## config.mk

```make
export PLATFORM = sky130hd
export DESIGN_NAME = lcc_st_trans_top
export DESIGN_NICKNAME = d
export VERILOG_FILES = /design/src/hw/lcc_trans_pkg.sv /design/src/hw/lcc_st_trans_top.sv /design/src/hw/lcc_dbg_enable_gen.sv /design/src/hw/lcc_st_translator_fsm.sv /design/src/hw/lcc_unlock_decode.sv
export SDC_FILE = /design/constraint.sdc
export NUM_CORES = 1
export LEC_CHECK = 0
export ABC_AREA = 1
export BUFFER_PORTS_ARGS = -buffer_cell sky130_fd_sc_hd__buf_2
export CAP_MARGIN = 15
export CORE_AREA = 2 2 113 115
export CTS_BUF_LIST = sky130_fd_sc_hd__clkbuf_4
export CTS_CLUSTER_SIZE = 30
export DETAILED_ROUTE_END_ITERATION = 8
export DIE_AREA = 0 0 115 117
export SLEW_MARGIN = 25
export SYNTH_ARGS = -nofsm -noshare
export SYNTH_HDL_FRONTEND = slang
export SYNTH_SLANG_ARGS = --single-unit
```

## constraint.sdc

```tcl
create_clock -name clk_i -period 1.6 [get_ports clk_i]
set_input_delay 0.4 -clock clk_i [delete_from_list [all_inputs] [get_ports clk_i]]
set_output_delay 0.4 -clock clk_i [all_outputs]
set_load 0.01 [all_outputs]
```

## src/hw/lcc_trans_pkg.sv

```systemverilog
package lcc_trans_pkg;

  // ------------------------------
  // Lifecycle controller side
  // ------------------------------

  // Lifecycle states as reported by the fuse controller, codes 21 to 31 are invalid
  typedef enum logic [4:0] {
    LcStRaw           = 5'd0,
    LcStTestUnlocked0 = 5'd1,
    LcStTestUnlocked1 = 5'd2,
    LcStTestUnlocked2 = 5'd3,
    LcStTestUnlocked3 = 5'd4,
    LcStTestUnlocked4 = 5'd5,
    LcStTestUnlocked5 = 5'd6,
    LcStTestUnlocked6 = 5'd7,
    LcStTestUnlocked7 = 5'd8,
    LcStTestLocked0   = 5'd9,
    LcStTestLocked1   = 5'd10,
    LcStTestLocked2   = 5'd11,
    LcStTestLocked3   = 5'd12,
    LcStTestLocked4   = 5'd13,
    LcStTestLocked5   = 5'd14,
    LcStTestLocked6   = 5'd15,
    LcStDev           = 5'd16,
    LcStProd          = 5'd17,
    LcStProdEnd       = 5'd18,
    LcStRma           = 5'd19,
    LcStScrap         = 5'd20
  } lc_state_e;

  // Multi-bit enable, only the exact On pattern counts as enabled
  typedef logic [3:0] lc_tx_t;

  parameter lc_tx_t LcTxOn = 4'b0101;

  // Fuse controller data towards the lifecycle controller
  typedef struct packed {
    logic      valid;
    lc_state_e state;
  } otp_lc_data_t;

  // Program request from the lifecycle controller to the fuse controller
  typedef struct packed {
    logic      req;
    lc_state_e state;
  } lc_otp_req_t;

  // ------------------------------
  // Security core side
  // ------------------------------

  typedef enum logic [1:0] {
    DEVICE_UNPROVISIONED = 2'b00,
    DEVICE_MANUFACTURING = 2'b01,
    DEVICE_PRODUCTION    = 2'b11
  } device_lifecycle_e;

  typedef struct packed {
    device_lifecycle_e device_lifecycle;
    logic              debug_locked;
  } security_state_t;

  // Locked production, the safe fallback
  parameter security_state_t SecStateDefault = '{
    device_lifecycle: DEVICE_PRODUCTION,
    debug_locked:     1'b1
  };

  // Unlock requests decoded from the SoC unlock level
  typedef struct packed {
    logic dft_unlock;
    logic hw_dbg_unlock;
    logic prod_dbg_unlock;
  } unlock_req_t;

  typedef enum logic [2:0] {
    RESET,
    IDLE,
    NON_DEBUG,
    UNPROV_DEBUG,
    MANUF_NON_DEBUG,
    MANUF_DEBUG,
    PROD_NON_DEBUG,
    PROD_DEBUG
  } translator_state_e;

endpackage
```

## src/hw/lcc_st_trans_top.sv

```systemverilog
module lcc_st_trans_top #(
  parameter int unsigned DbgLevelWidth = 64
) (
  input  logic                           clk_i,
  input  logic                           rst_ni,
  input  lcc_trans_pkg::otp_lc_data_t    otp_data_i,
  input  lcc_trans_pkg::lc_otp_req_t     lc_otp_req_i,
  input  lcc_trans_pkg::lc_tx_t          lc_dft_en_i,
  input  lcc_trans_pkg::lc_tx_t          lc_hw_debug_en_i,
  input  logic                           state_error_i,
  input  logic                           volatile_raw_unlock_i,
  input  logic                           dbg_manuf_enable_i,
  input  logic                           early_warm_reset_warn_i,
  input  logic [DbgLevelWidth-1:0]       dbg_unlock_level_i,
  input  logic [DbgLevelWidth-1:0]       dft_en_mask_i,
  input  logic [DbgLevelWidth-1:0]       dbg_unlock_mask_i,
  input  logic [DbgLevelWidth-1:0]       cltap_unlock_mask_i,
  output logic                           soc_dft_en_o,
  output logic                           soc_hw_debug_en_o,
  output lcc_trans_pkg::lc_state_e       otp_static_state_o,
  output lcc_trans_pkg::security_state_t security_state_o
);

  lcc_trans_pkg::unlock_req_t unlock_req;
  logic                       scrap_req;

  // SoC unlock level reduced against the masks
  lcc_unlock_decode #(
    .DbgLevelWidth(DbgLevelWidth)
  ) u_unlock_decode (
    .dbg_unlock_level_i (dbg_unlock_level_i),
    .dbg_manuf_enable_i (dbg_manuf_enable_i),
    .dft_en_mask_i      (dft_en_mask_i),
    .dbg_unlock_mask_i  (dbg_unlock_mask_i),
    .cltap_unlock_mask_i(cltap_unlock_mask_i),
    .unlock_req_o       (unlock_req)
  );

  // Security state translation, also the single source of the scrap request
  lcc_st_translator_fsm u_translator_fsm (
    .clk_i                  (clk_i),
    .rst_ni                 (rst_ni),
    .otp_data_i             (otp_data_i),
    .lc_otp_req_i           (lc_otp_req_i),
    .state_error_i          (state_error_i),
    .volatile_raw_unlock_i  (volatile_raw_unlock_i),
    .dbg_manuf_enable_i     (dbg_manuf_enable_i),
    .early_warm_reset_warn_i(early_warm_reset_warn_i),
    .unlock_req_i           (unlock_req),
    .scrap_req_o            (scrap_req),
    .otp_static_state_o     (otp_static_state_o),
    .security_state_o       (security_state_o)
  );

  lcc_dbg_enable_gen u_dbg_enable_gen (
    .clk_i            (clk_i),
    .rst_ni           (rst_ni),
    .otp_valid_i      (otp_data_i.valid),
    .lc_dft_en_i      (lc_dft_en_i),
    .lc_hw_debug_en_i (lc_hw_debug_en_i),
    .unlock_req_i     (unlock_req),
    .scrap_req_i      (scrap_req),
    .soc_dft_en_o     (soc_dft_en_o),
    .soc_hw_debug_en_o(soc_hw_debug_en_o)
  );

endmodule

```

## src/hw/lcc_dbg_enable_gen.sv

```systemverilog
module lcc_dbg_enable_gen (
  input  logic                       clk_i,
  input  logic                       rst_ni,
  input  logic                       otp_valid_i,
  input  lcc_trans_pkg::lc_tx_t      lc_dft_en_i,
  input  lcc_trans_pkg::lc_tx_t      lc_hw_debug_en_i,
  input  lcc_trans_pkg::unlock_req_t unlock_req_i,
  input  logic                       scrap_req_i,
  output logic                       soc_dft_en_o,
  output logic                       soc_hw_debug_en_o
);

  logic lc_dft_on;
  logic lc_hw_debug_on;
  logic dft_en_d;
  logic hw_debug_en_d;

  // ------------------------------
  // Enable equations
  // ------------------------------

  // Any pattern other than On is treated as off
  assign lc_dft_on      = (lc_dft_en_i == lcc_trans_pkg::LcTxOn);
  assign lc_hw_debug_on = (lc_hw_debug_en_i == lcc_trans_pkg::LcTxOn);

  // Scrap request overrides both the lifecycle enables and the SoC unlocks
  assign dft_en_d      = (lc_dft_on | unlock_req_i.dft_unlock) & ~scrap_req_i;
  assign hw_debug_en_d = (lc_hw_debug_on | unlock_req_i.hw_dbg_unlock) & ~scrap_req_i;

  // ------------------------------
  // Output registers
  // ------------------------------

  always_ff @(posedge clk_i or negedge rst_ni) begin
    if (!rst_ni) begin
      soc_dft_en_o      <= 1'b0;
      soc_hw_debug_en_o <= 1'b0;
    end else if (otp_valid_i) begin
      soc_dft_en_o      <= dft_en_d;
      soc_hw_debug_en_o <= hw_debug_en_d;
    end else begin
      // Without valid fuse data nothing is enabled
      soc_dft_en_o      <= 1'b0;
      soc_hw_debug_en_o <= 1'b0;
    end
  end

endmodule

```

## src/hw/lcc_st_translator_fsm.sv

```systemverilog
module lcc_st_translator_fsm (
  input  logic                             clk_i,
  input  logic                             rst_ni,
  input  lcc_trans_pkg::otp_lc_data_t      otp_data_i,
  input  lcc_trans_pkg::lc_otp_req_t       lc_otp_req_i,
  input  logic                             state_error_i,
  input  logic                             volatile_raw_unlock_i,
  input  logic                             dbg_manuf_enable_i,
  input  logic                             early_warm_reset_warn_i,
  input  lcc_trans_pkg::unlock_req_t       unlock_req_i,
  output logic                             scrap_req_o,
  output lcc_trans_pkg::lc_state_e         otp_static_state_o,
  output lcc_trans_pkg::security_state_t   security_state_o
);

  lcc_trans_pkg::translator_state_e state_q;
  lcc_trans_pkg::translator_state_e state_d;
  lcc_trans_pkg::security_state_t   sec_state_d;
  logic                             force_lock;

  // ------------------------------
  // Scrap and force detection
  // ------------------------------

  // A program request towards Scrap counts as scrap even before the fuses change
  assign scrap_req_o = lc_otp_req_i.req && (lc_otp_req_i.state == lcc_trans_pkg::LcStScrap);

  assign force_lock = scrap_req_o | state_error_i;

  // ------------------------------
  // Next state and decoded output
  // ------------------------------

  always_comb begin
    state_d     = state_q;
    sec_state_d = lcc_trans_pkg::SecStateDefault;

    case (state_q)
      lcc_trans_pkg::RESET: begin
        state_d = lcc_trans_pkg::IDLE;
      end

      // Decode from the sampled static state, not the live fuse input
      lcc_trans_pkg::IDLE: begin
        if (force_lock || (otp_static_state_o == lcc_trans_pkg::LcStScrap)) begin
          state_d = lcc_trans_pkg::NON_DEBUG;
        end else if (otp_static_state_o inside {lcc_trans_pkg::LcStRaw,
                                                lcc_trans_pkg::LcStTestLocked0,
                                                lcc_trans_pkg::LcStTestLocked1,
                                                lcc_trans_pkg::LcStTestLocked2,
                                                lcc_trans_pkg::LcStTestLocked3,
                                                lcc_trans_pkg::LcStTestLocked4,
                                                lcc_trans_pkg::LcStTestLocked5,
                                                lcc_trans_pkg::LcStTestLocked6}) begin
          state_d = lcc_trans_pkg::NON_DEBUG;
        end else if (otp_static_state_o inside {lcc_trans_pkg::LcStTestUnlocked0,
                                                lcc_trans_pkg::LcStTestUnlocked1,
                                                lcc_trans_pkg::LcStTestUnlocked2,
                                                lcc_trans_pkg::LcStTestUnlocked3,
                                                lcc_trans_pkg::LcStTestUnlocked4,
                                                lcc_trans_pkg::LcStTestUnlocked5,
                                                lcc_trans_pkg::LcStTestUnlocked6,
                                                lcc_trans_pkg::LcStTestUnlocked7}) begin
          state_d = lcc_trans_pkg::UNPROV_DEBUG;
        end else if (otp_static_state_o == lcc_trans_pkg::LcStDev) begin
          state_d = lcc_trans_pkg::MANUF_NON_DEBUG;
        end else if (otp_static_state_o inside {lcc_trans_pkg::LcStProd,
                                                lcc_trans_pkg::LcStProdEnd}) begin
          state_d = lcc_trans_pkg::PROD_NON_DEBUG;
        end else if (otp_static_state_o == lcc_trans_pkg::LcStRma) begin
          state_d = lcc_trans_pkg::PROD_DEBUG;
        end else begin
          // Invalid codes park here with the locked default
          state_d = lcc_trans_pkg::IDLE;
        end
      end

      lcc_trans_pkg::NON_DEBUG: begin
        if (volatile_raw_unlock_i && !force_lock) begin
          state_d = lcc_trans_pkg::UNPROV_DEBUG;
        end
      end

      lcc_trans_pkg::UNPROV_DEBUG: begin
        if (force_lock) begin
          state_d = lcc_trans_pkg::NON_DEBUG;
        end else begin
          sec_state_d.device_lifecycle = lcc_trans_pkg::DEVICE_UNPROVISIONED;
          sec_state_d.debug_locked     = 1'b0;
        end
      end

      lcc_trans_pkg::MANUF_NON_DEBUG: begin
        if (force_lock) begin
          state_d = lcc_trans_pkg::NON_DEBUG;
        end else begin
          if (dbg_manuf_enable_i) begin
            state_d = lcc_trans_pkg::MANUF_DEBUG;
          end
          sec_state_d.device_lifecycle = lcc_trans_pkg::DEVICE_MANUFACTURING;
          sec_state_d.debug_locked     = 1'b1;
        end
      end

      lcc_trans_pkg::MANUF_DEBUG: begin
        if (force_lock) begin
          state_d = lcc_trans_pkg::NON_DEBUG;
        end else begin
          sec_state_d.device_lifecycle = lcc_trans_pkg::DEVICE_MANUFACTURING;
          sec_state_d.debug_locked     = 1'b0;
        end
      end

      lcc_trans_pkg::PROD_NON_DEBUG: begin
        if (force_lock) begin
          state_d = lcc_trans_pkg::NON_DEBUG;
        end else if (unlock_req_i.prod_dbg_unlock) begin
          // Output stays locked in the cycle of the unlock itself
          state_d = lcc_trans_pkg::PROD_DEBUG;
        end
      end

      lcc_trans_pkg::PROD_DEBUG: begin
        if (force_lock) begin
          state_d = lcc_trans_pkg::NON_DEBUG;
        end else begin
          sec_state_d.debug_locked = 1'b0;
        end
      end

      default: begin
        state_d = lcc_trans_pkg::IDLE;
      end
    endcase
  end

  // ------------------------------
  // Registers
  // ------------------------------

  // Valid low returns everything to the reset values on the next edge
  always_ff @(posedge clk_i or negedge rst_ni) begin
    if (!rst_ni) begin
      state_q            <= lcc_trans_pkg::RESET;
      otp_static_state_o <= lcc_trans_pkg::LcStRaw;
      security_state_o   <= lcc_trans_pkg::SecStateDefault;
    end else if (otp_data_i.valid) begin
      state_q            <= state_d;
      otp_static_state_o <= otp_data_i.state;
      // Warm reset warning locks the output but lets the FSM advance
      if (early_warm_reset_warn_i) begin
        security_state_o <= lcc_trans_pkg::SecStateDefault;
      end else begin
        security_state_o <= sec_state_d;
      end
    end else begin
      state_q            <= lcc_trans_pkg::RESET;
      otp_static_state_o <= lcc_trans_pkg::LcStRaw;
      security_state_o   <= lcc_trans_pkg::SecStateDefault;
    end
  end

endmodule

```

## src/hw/lcc_unlock_decode.sv

```systemverilog
module lcc_unlock_decode #(
  parameter int unsigned DbgLevelWidth = 64
) (
  input  logic [DbgLevelWidth-1:0] dbg_unlock_level_i,
  input  logic                     dbg_manuf_enable_i,
  input  logic [DbgLevelWidth-1:0] dft_en_mask_i,
  input  logic [DbgLevelWidth-1:0] dbg_unlock_mask_i,
  input  logic [DbgLevelWidth-1:0] cltap_unlock_mask_i,
  output lcc_trans_pkg::unlock_req_t unlock_req_o
);

  logic [DbgLevelWidth-1:0] dft_overlap;
  logic [DbgLevelWidth-1:0] cltap_overlap;
  logic [DbgLevelWidth-1:0] prod_overlap;
  logic                     manuf_dft;

  // ------------------------------
  // Level against mask overlaps
  // ------------------------------

  assign dft_overlap   = dbg_unlock_level_i & dft_en_mask_i;
  assign cltap_overlap = dbg_unlock_level_i & cltap_unlock_mask_i;
  assign prod_overlap  = dbg_unlock_level_i & dbg_unlock_mask_i;

  // Manufacturing debug opens DFT only when the SoC allows it in mask bit 0
  assign manuf_dft = dbg_manuf_enable_i & dft_en_mask_i[0];

  // ------------------------------
  // Unlock requests
  // ------------------------------

  assign unlock_req_o.dft_unlock      = (|dft_overlap) | manuf_dft;
  assign unlock_req_o.hw_dbg_unlock   = |cltap_overlap;

  // Gates the move from production locked to production debug in the FSM
  assign unlock_req_o.prod_dbg_unlock = |prod_overlap;

endmodule

```

==> flow_metrics.tcl, run 1 <==
set metrics [dict create \
    outcome "completed" \
    startpoint_type "primary input" \
    clkSinkCount 13 \
    antenna_found_initial 3 \
    synth.top_cell.area_share 0.418 \
    grt_pass1_wl_um 22500 \
    syn_to_final_growth_pct 86.1 \
    cts_tree "yes" \
    routed_via_density 4.46 \
    dpl.hpwl_um 14800 \
    crit_type "primary input to flip-flop" \
    maxSlewHeadroom 0.644 \
    seq_area_um2 329 \
    leakagePower_nw 2.50 \
    final_cell_mix "buf_2, nand2_1, nor2_1" \
    p_per_area_nw_per_um2 373 \
    grt_overflow 0 \
    clkTransAtPathRegs_ps 100 \
    hold_viol_final 0 \
    drive_gt1_frac 0.442 \
    finalHoldWorstSlack_ps 301 \
    die_height_um 117 \
    clockRootBuffer "clkbuf_4" \
    setup_viol 0 \
    dr.pass1.iters 6 \
    ff2ff_path_depth 10 \
    dieArea_um2 13500 \
    ant_nets 0 \
    insertion_delay_ps 290 \
    grt_max_degree 14 \
    synthesis.nets 715 \
    p_sw_w 0.000625 \
    synthTopCellsByArea "nand2_1, dfrtp_1, nor2_1" \
    r2r_end "u_translator_fsm.state_q[1]" \
    avgSynthCellArea_um2 5.08 \
    cp-startpoint "dbg_unlock_level_i[46]" \
    endpoint_kind "flip-flop" \
    grt_use_total 0.227 \
    post_drt_wl_per_cell_um 17.6 \
    ys_seq_area_frac 0.150 \
    synth_cell_type_count 24 \
    multi_input_area_um2 1780 \
    r2r_setup_slack_ps 200 \
    cts_buffers 3 \
    fill_cells 1477 \
    swShare 0.410 \
    power_w 0.00153 \
    clk_path_buf_depth 2 \
    io_buffers 291 \
    worst_pin_slew_ps 527 \
    fin_tns_setup_ps 0 \
    min_period_ps 1430 \
    p_comb_frac 0.618 \
    drv_slew 0 \
    intPower_w 0.000900 \
    fin_skew_ps 14.6 \
    drt-initial-drc-count 184 \
    die_w_um 115 \
    vdd_drop_max_mv 0.140 \
    rsz0062_at_grt "false" \
    fmax_ghz 0.698 \
    sequentialPowerShare 0.240 \
    synth_area_um2 2200 \
    crit_end "u_dbg_enable_gen.soc_dft_en_o" \
    syn_inst 433 \
    crit_fanout 2 \
    core_um2 12300 \
    io_pins 292 \
    synth_top_area_cell "nand2_1" \
    hold_class "primary input to flip-flop" \
    start_util 0.179 \
    drc 0 \
    wirelength_um 16000 \
    max_cap_viol_count 0 \
    synth_seq_cells 13 \
    period_share 0.896 \
    placementRows 41 \
    r2r-start "u_translator_fsm.state_q[0]" \
    place_congestion 0.980 \
    vias 4051 \
    arrival_ps 1630 \
    cts_max_level 1 \
    ys_warn_count 0 \
    nNetsFinal 1039 \
    cp.required_ps 1790 \
    final_common_cell "buf_2" \
    clockPowerShare 0.141 \
    grt_pass1_vias 4089 \
]
[worst min path at each step]
stage                                                   endpoint  slack (ps)           from  depth (start not counted)
final                     u_translator_fsm.otp_static_state_o[3]         300  otp_data_i[3]                          3
after global routing      u_translator_fsm.otp_static_state_o[4]         320  otp_data_i[4]                          3
after CTS                 u_translator_fsm.otp_static_state_o[3]         300  otp_data_i[3]                          3
after detailed placement  u_translator_fsm.otp_static_state_o[3]         310         rst_ni                          1
after global placement    u_translator_fsm.otp_static_state_o[3]         310         rst_ni                          1
after floorplan                    u_dbg_enable_gen.soc_dft_en_o         100         rst_ni                          0
[flip-flops by register name (all words and copies together) (netlist names)]
register	cells
u_translator_fsm.otp_static_state_o	5
u_translator_fsm.security_state_o	3
u_translator_fsm.state_q	3
u_dbg_enable_gen.soc_dft_en_o	1
u_dbg_enable_gen.soc_hw_debug_en_o	1
[layout make-up]
| type | count | share of cell area |
|---|---|---|
| Multi-Input combinational cell | 397 | 0.436 |
| Timing Repair Buffer | 320 | 0.410 |
| Sequential cell | 13 | 0.0804 |
| Tap cell | 150 | 0.0458 |
| Inverter | 22 | 0.0202 |
| Clock buffer | 3 | 0.00550 |
| Antenna cell | 3 | 0.00183 |
| Clock inverter | 1 | 0.00122 |
[routing by layer]
metal  track usage  up-vias  wire length (um)
met3        0.0185       17              1030
met1         0.288     1747              6750
li1              -     2097                 -
met2         0.419      190              7910
met4        0.0554        0               321
met5             0        -                 0
[power groups by stage]
stage	Clock [W]	Combinational, W	Sequential, W
after floorplan	0	0.000331	0.000374
after detailed placement	0	0.000945	0.000373
after global placement	0	0.000941	0.000373
after CTS	0.000219	0.000952	0.000366
final	0.000216	0.000943	0.000367
after global routing	0.000233	0.00106	0.000370
[cell usage after synthesis]
cell / count
a21oi_1: 5
a221oi_1: 16
a22o_1: 17
a311oi_1: 1
buf_2: 1
clkinv_1: 1
dfrtp_1: 10
dfstp_2: 3
inv_1: 18
inv_2: 3
nand2_1: 245
nand2_2: 1
nand3_1: 16
nand3_2: 1
nand3b_1: 1
nand4_1: 17
nor2_1: 59
nor2_2: 3
nor3_1: 8
nor4_1: 1
o211ai_1: 2
o21ai_0: 1
o21bai_1: 2
o311ai_0: 1
[cell families after synthesis]
kind of cell	after synthesis	share of synthesized area
AO/OA/AOI/OAI	45	0.167
buffers and inverters	23	0.0398
flip-flops	13	0.150
AND/OR/NAND/NOR	352	0.644
[per-stage QoR]
step / util / worst slack (ps) / cells / instance area (um2)
after floorplan: - / 345 / 433 / 2200
final: 0.333 / 166 / 909 / 4090
after CTS: 0.332 / 115 / 906 / 4090
after global placement: 0.329 / -187 / 901 / 4050
after detailed placement: 0.329 / -197 / 901 / 4050
after global routing: 0.333 / 15.9 / 909 / 4090
[worst max-delay path: stages]
cell	delay (ps)
buf_2	110
buf_4	130
nand2_1	110
nand2_1	70
a221oi_1	340
nand2_1	90
nor2_1	110
nand3_1	110
nor2_1	130
nor2_1	50
[timing repair]
| item | in CTS | in global routing |
|---|---|---|
| buffers inserted | 0 | 0 |
| hold buffers | 1 | 0 |
| resized for setup | 0 | 0 |
| endpoints found under the hold margin | 5 | 0 |
Power figures use the tool's default switching activity.
==> inputs of run 2 (changes only) <==
- BUFFER_PORTS_ARGS: -buffer_cell sky130_fd_sc_hd__buf_2 -> -buffer_cell sky130_fd_sc_hd__clkbuf_2
==> run 2 against run 1 <==
Effect of this change: the flow now finishes with violations (negative hold slack); worst hold slack got worse by 310 ps; clock power is essentially flat; design area shrank 0.24%; first-iteration DRC count down 33%; via count increased by 0.30%; critical path depth rose by 1; sequential share of layout area increased by 0.050 points; combinational power about the same; cell count is 0.44% lower; register-to-register slack barely moved.
==> flow_metrics.tcl, run 2 (synthesized netlist as in run 1, its figures left out) <==
set metrics [dict create \
    grt_pass1_wl_um 22900 \
    violations "negative hold slack" \
    io_buffers 291 \
    wirelength_um 15800 \
    hold_class "primary input to asynchronous set/reset pin" \
    drive_gt1_frac 0.445 \
    placementRows 41 \
    sequentialPowerShare 0.241 \
    fin_skew_ps 15.2 \
    drv_slew 0 \
    p_comb_frac 0.619 \
    fmax_ghz 0.705 \
    vias 4063 \
    io_pins 292 \
    multi_input_area_um2 1790 \
    leakagePower_nw 2.56 \
    intPower_w 0.000906 \
    clockRootBuffer "clkbuf_4" \
    ant_nets 0 \
    largest_register_ff_count 5 \
    clkTransAtPathRegs_ps 100 \
    syn_to_final_growth_pct 85.7 \
    cts_max_level 1 \
    startpoint_type "primary input" \
    arrival_ps 1660 \
    clk_path_buf_depth 2 \
    endpoint_kind "flip-flop" \
    dr.pass1.iters 4 \
    reg_top3 "u_translator_fsm.otp_static_state_o (5), u_translator_fsm.security_state_o (3), u_translator_fsm.state_q (3)" \
    insertion_delay_ps 290 \
    rsz0062_at_grt "false" \
    grt_max_degree 14 \
    clockPowerShare 0.141 \
    outcome "finished, violations left" \
    design_area_um2 4080 \
    p_sw_w 0.000623 \
    crit_fanout 3 \
    power_w 0.00153 \
    die_height_um 117 \
    pre_cts_slack_ps -142 \
    vdd_drop_max_mv 0.138 \
    dieArea_um2 13500 \
    cts_buffers 3 \
    top_register "u_translator_fsm.otp_static_state_o" \
    max_cap_viol_count 0 \
    r2r_setup_slack_ps 200 \
    seq_area_um2 330 \
    drc 0 \
    core_um2 12300 \
    fin_tns_setup_ps 0 \
    place_congestion 1.01 \
    period_share 0.886 \
    finalHoldWorstSlack_ps -8.78 \
    drt-initial-drc-count 123 \
    swShare 0.407 \
    dpl.hpwl_um 14900 \
    grt_overflow 0 \
    maxSlewHeadroom 0.594 \
    cp.required_ps 1840 \
    worst_pin_slew_ps 601 \
    setup_viol 0 \
    hold_buffers 0 \
    setup_ws_ps 182 \
    crit_type "primary input to flip-flop" \
    p_per_area_nw_per_um2 374 \
    hold_viol_final 5 \
    nNetsFinal 1038 \
    clkSinkCount 13 \
    n_antenna_cell 0 \
    grt_use_total 0.230 \
    post_drt_wl_per_cell_um 17.5 \
    post_dp_cell_area_um2 4030 \
    final_common_cell "clkbuf_2" \
    fill_cells 1465 \
    die_w_um 115 \
    min_period_ps 1420 \
    final_cell_mix "clkbuf_2, nand2_1, nor2_1" \
    cts_tree "yes" \
    grt_pass1_vias 4180 \
    start_util 0.179 \
    final_core_util 0.332 \
    antenna_found_initial 0 \
    routed_via_density 4.49 \
]
==> run 2: changes by cell type in the layout (fill, tap and decap cells not counted), sizes merged <==
cell	previous run	this run
buf	319	28
clkbuf	3	294
diode	3	0
dlygate4sd3	1	0
==> run 2: final timing paths <==
| check | start | to | depth (start not counted) |
|---|---|---|---|
| setup / recovery | dbg_unlock_level_i[3] | u_translator_fsm.state_q[2] | 11 |
| hold / removal | rst_ni | u_dbg_enable_gen.soc_hw_debug_en_o | 1 |
| setup reg to reg | u_translator_fsm.state_q[0] | u_translator_fsm.state_q[1] | 10 |
| hold reg to reg | u_translator_fsm.state_q[2] | u_translator_fsm.state_q[2] | 3 |
| max in group asynchronous | rst_ni | u_translator_fsm.security_state_o[1] | 1 |
| min in group clk_i | otp_data_i[4] | u_translator_fsm.otp_static_state_o[4] | 3 |
==> run 2: routing by layer <==
metal / part of all wire / vias up / wire [um] / track usage
met2: 0.49 / 193 / 7760 / 0.420
met3: 0.056 / 23 / 882 / 0.0206
met1: 0.43 / 1756 / 6780 / 0.290
met4: 0.027 / 0 / 420 / 0.0643
met5: 0 / - / 0 / 0
li1: - / 2091 / - / -
==> run 2: area by class of cell <==
| type | instances | area share |
|---|---|---|
| clock buffer | 3 | 0.00551 |
| tap | 150 | 0.0460 |
| timing repair buffer | 319 | 0.408 |
| sequential | 13 | 0.0809 |
| multi-input combinational | 397 | 0.438 |
| inverter | 22 | 0.0202 |
| clock inverter | 1 | 0.00123 |
==> run 2: power groups by stage <==
stage | Sequential (W) | Combinational (W) | Clock (W)
floorplan | 0.000374 | 0.000331 | 0
global placement | 0.000374 | 0.000937 | 0
detailed placement | 0.000374 | 0.000941 | 0
CTS | 0.000368 | 0.000945 | 0.000220
global route | 0.000371 | 0.00107 | 0.000237
finish | 0.000368 | 0.000946 | 0.000215
==> run 2: per-stage QoR <==
| stage | hold slack, ps | cells |
|---|---|---|
| finish | -8.78 | 905 |
| global placement | 321 | 899 |
| detailed placement | 327 | 899 |
| floorplan | 104 | 433 |
| global route | 10.1 | 905 |
| CTS | 5.29 | 903 |
==> run 2: what timing repair did <==
item / CTS / global route
endpoints found under the setup margin: 0 / 2
setup buffers: 0 / 2
gates resized for setup: 0 / 2
==> run 2: critical path, cell delays in order <==
cell and delay, ps:
clkbuf_2 110, nand2_1 160, nand3_1 100, nand3b_1 170, nor2_1 130, nand2_1 80
nor2_1 160, nand3_1 130, nand3_1 100, nand2_1 70, nand2_1 50
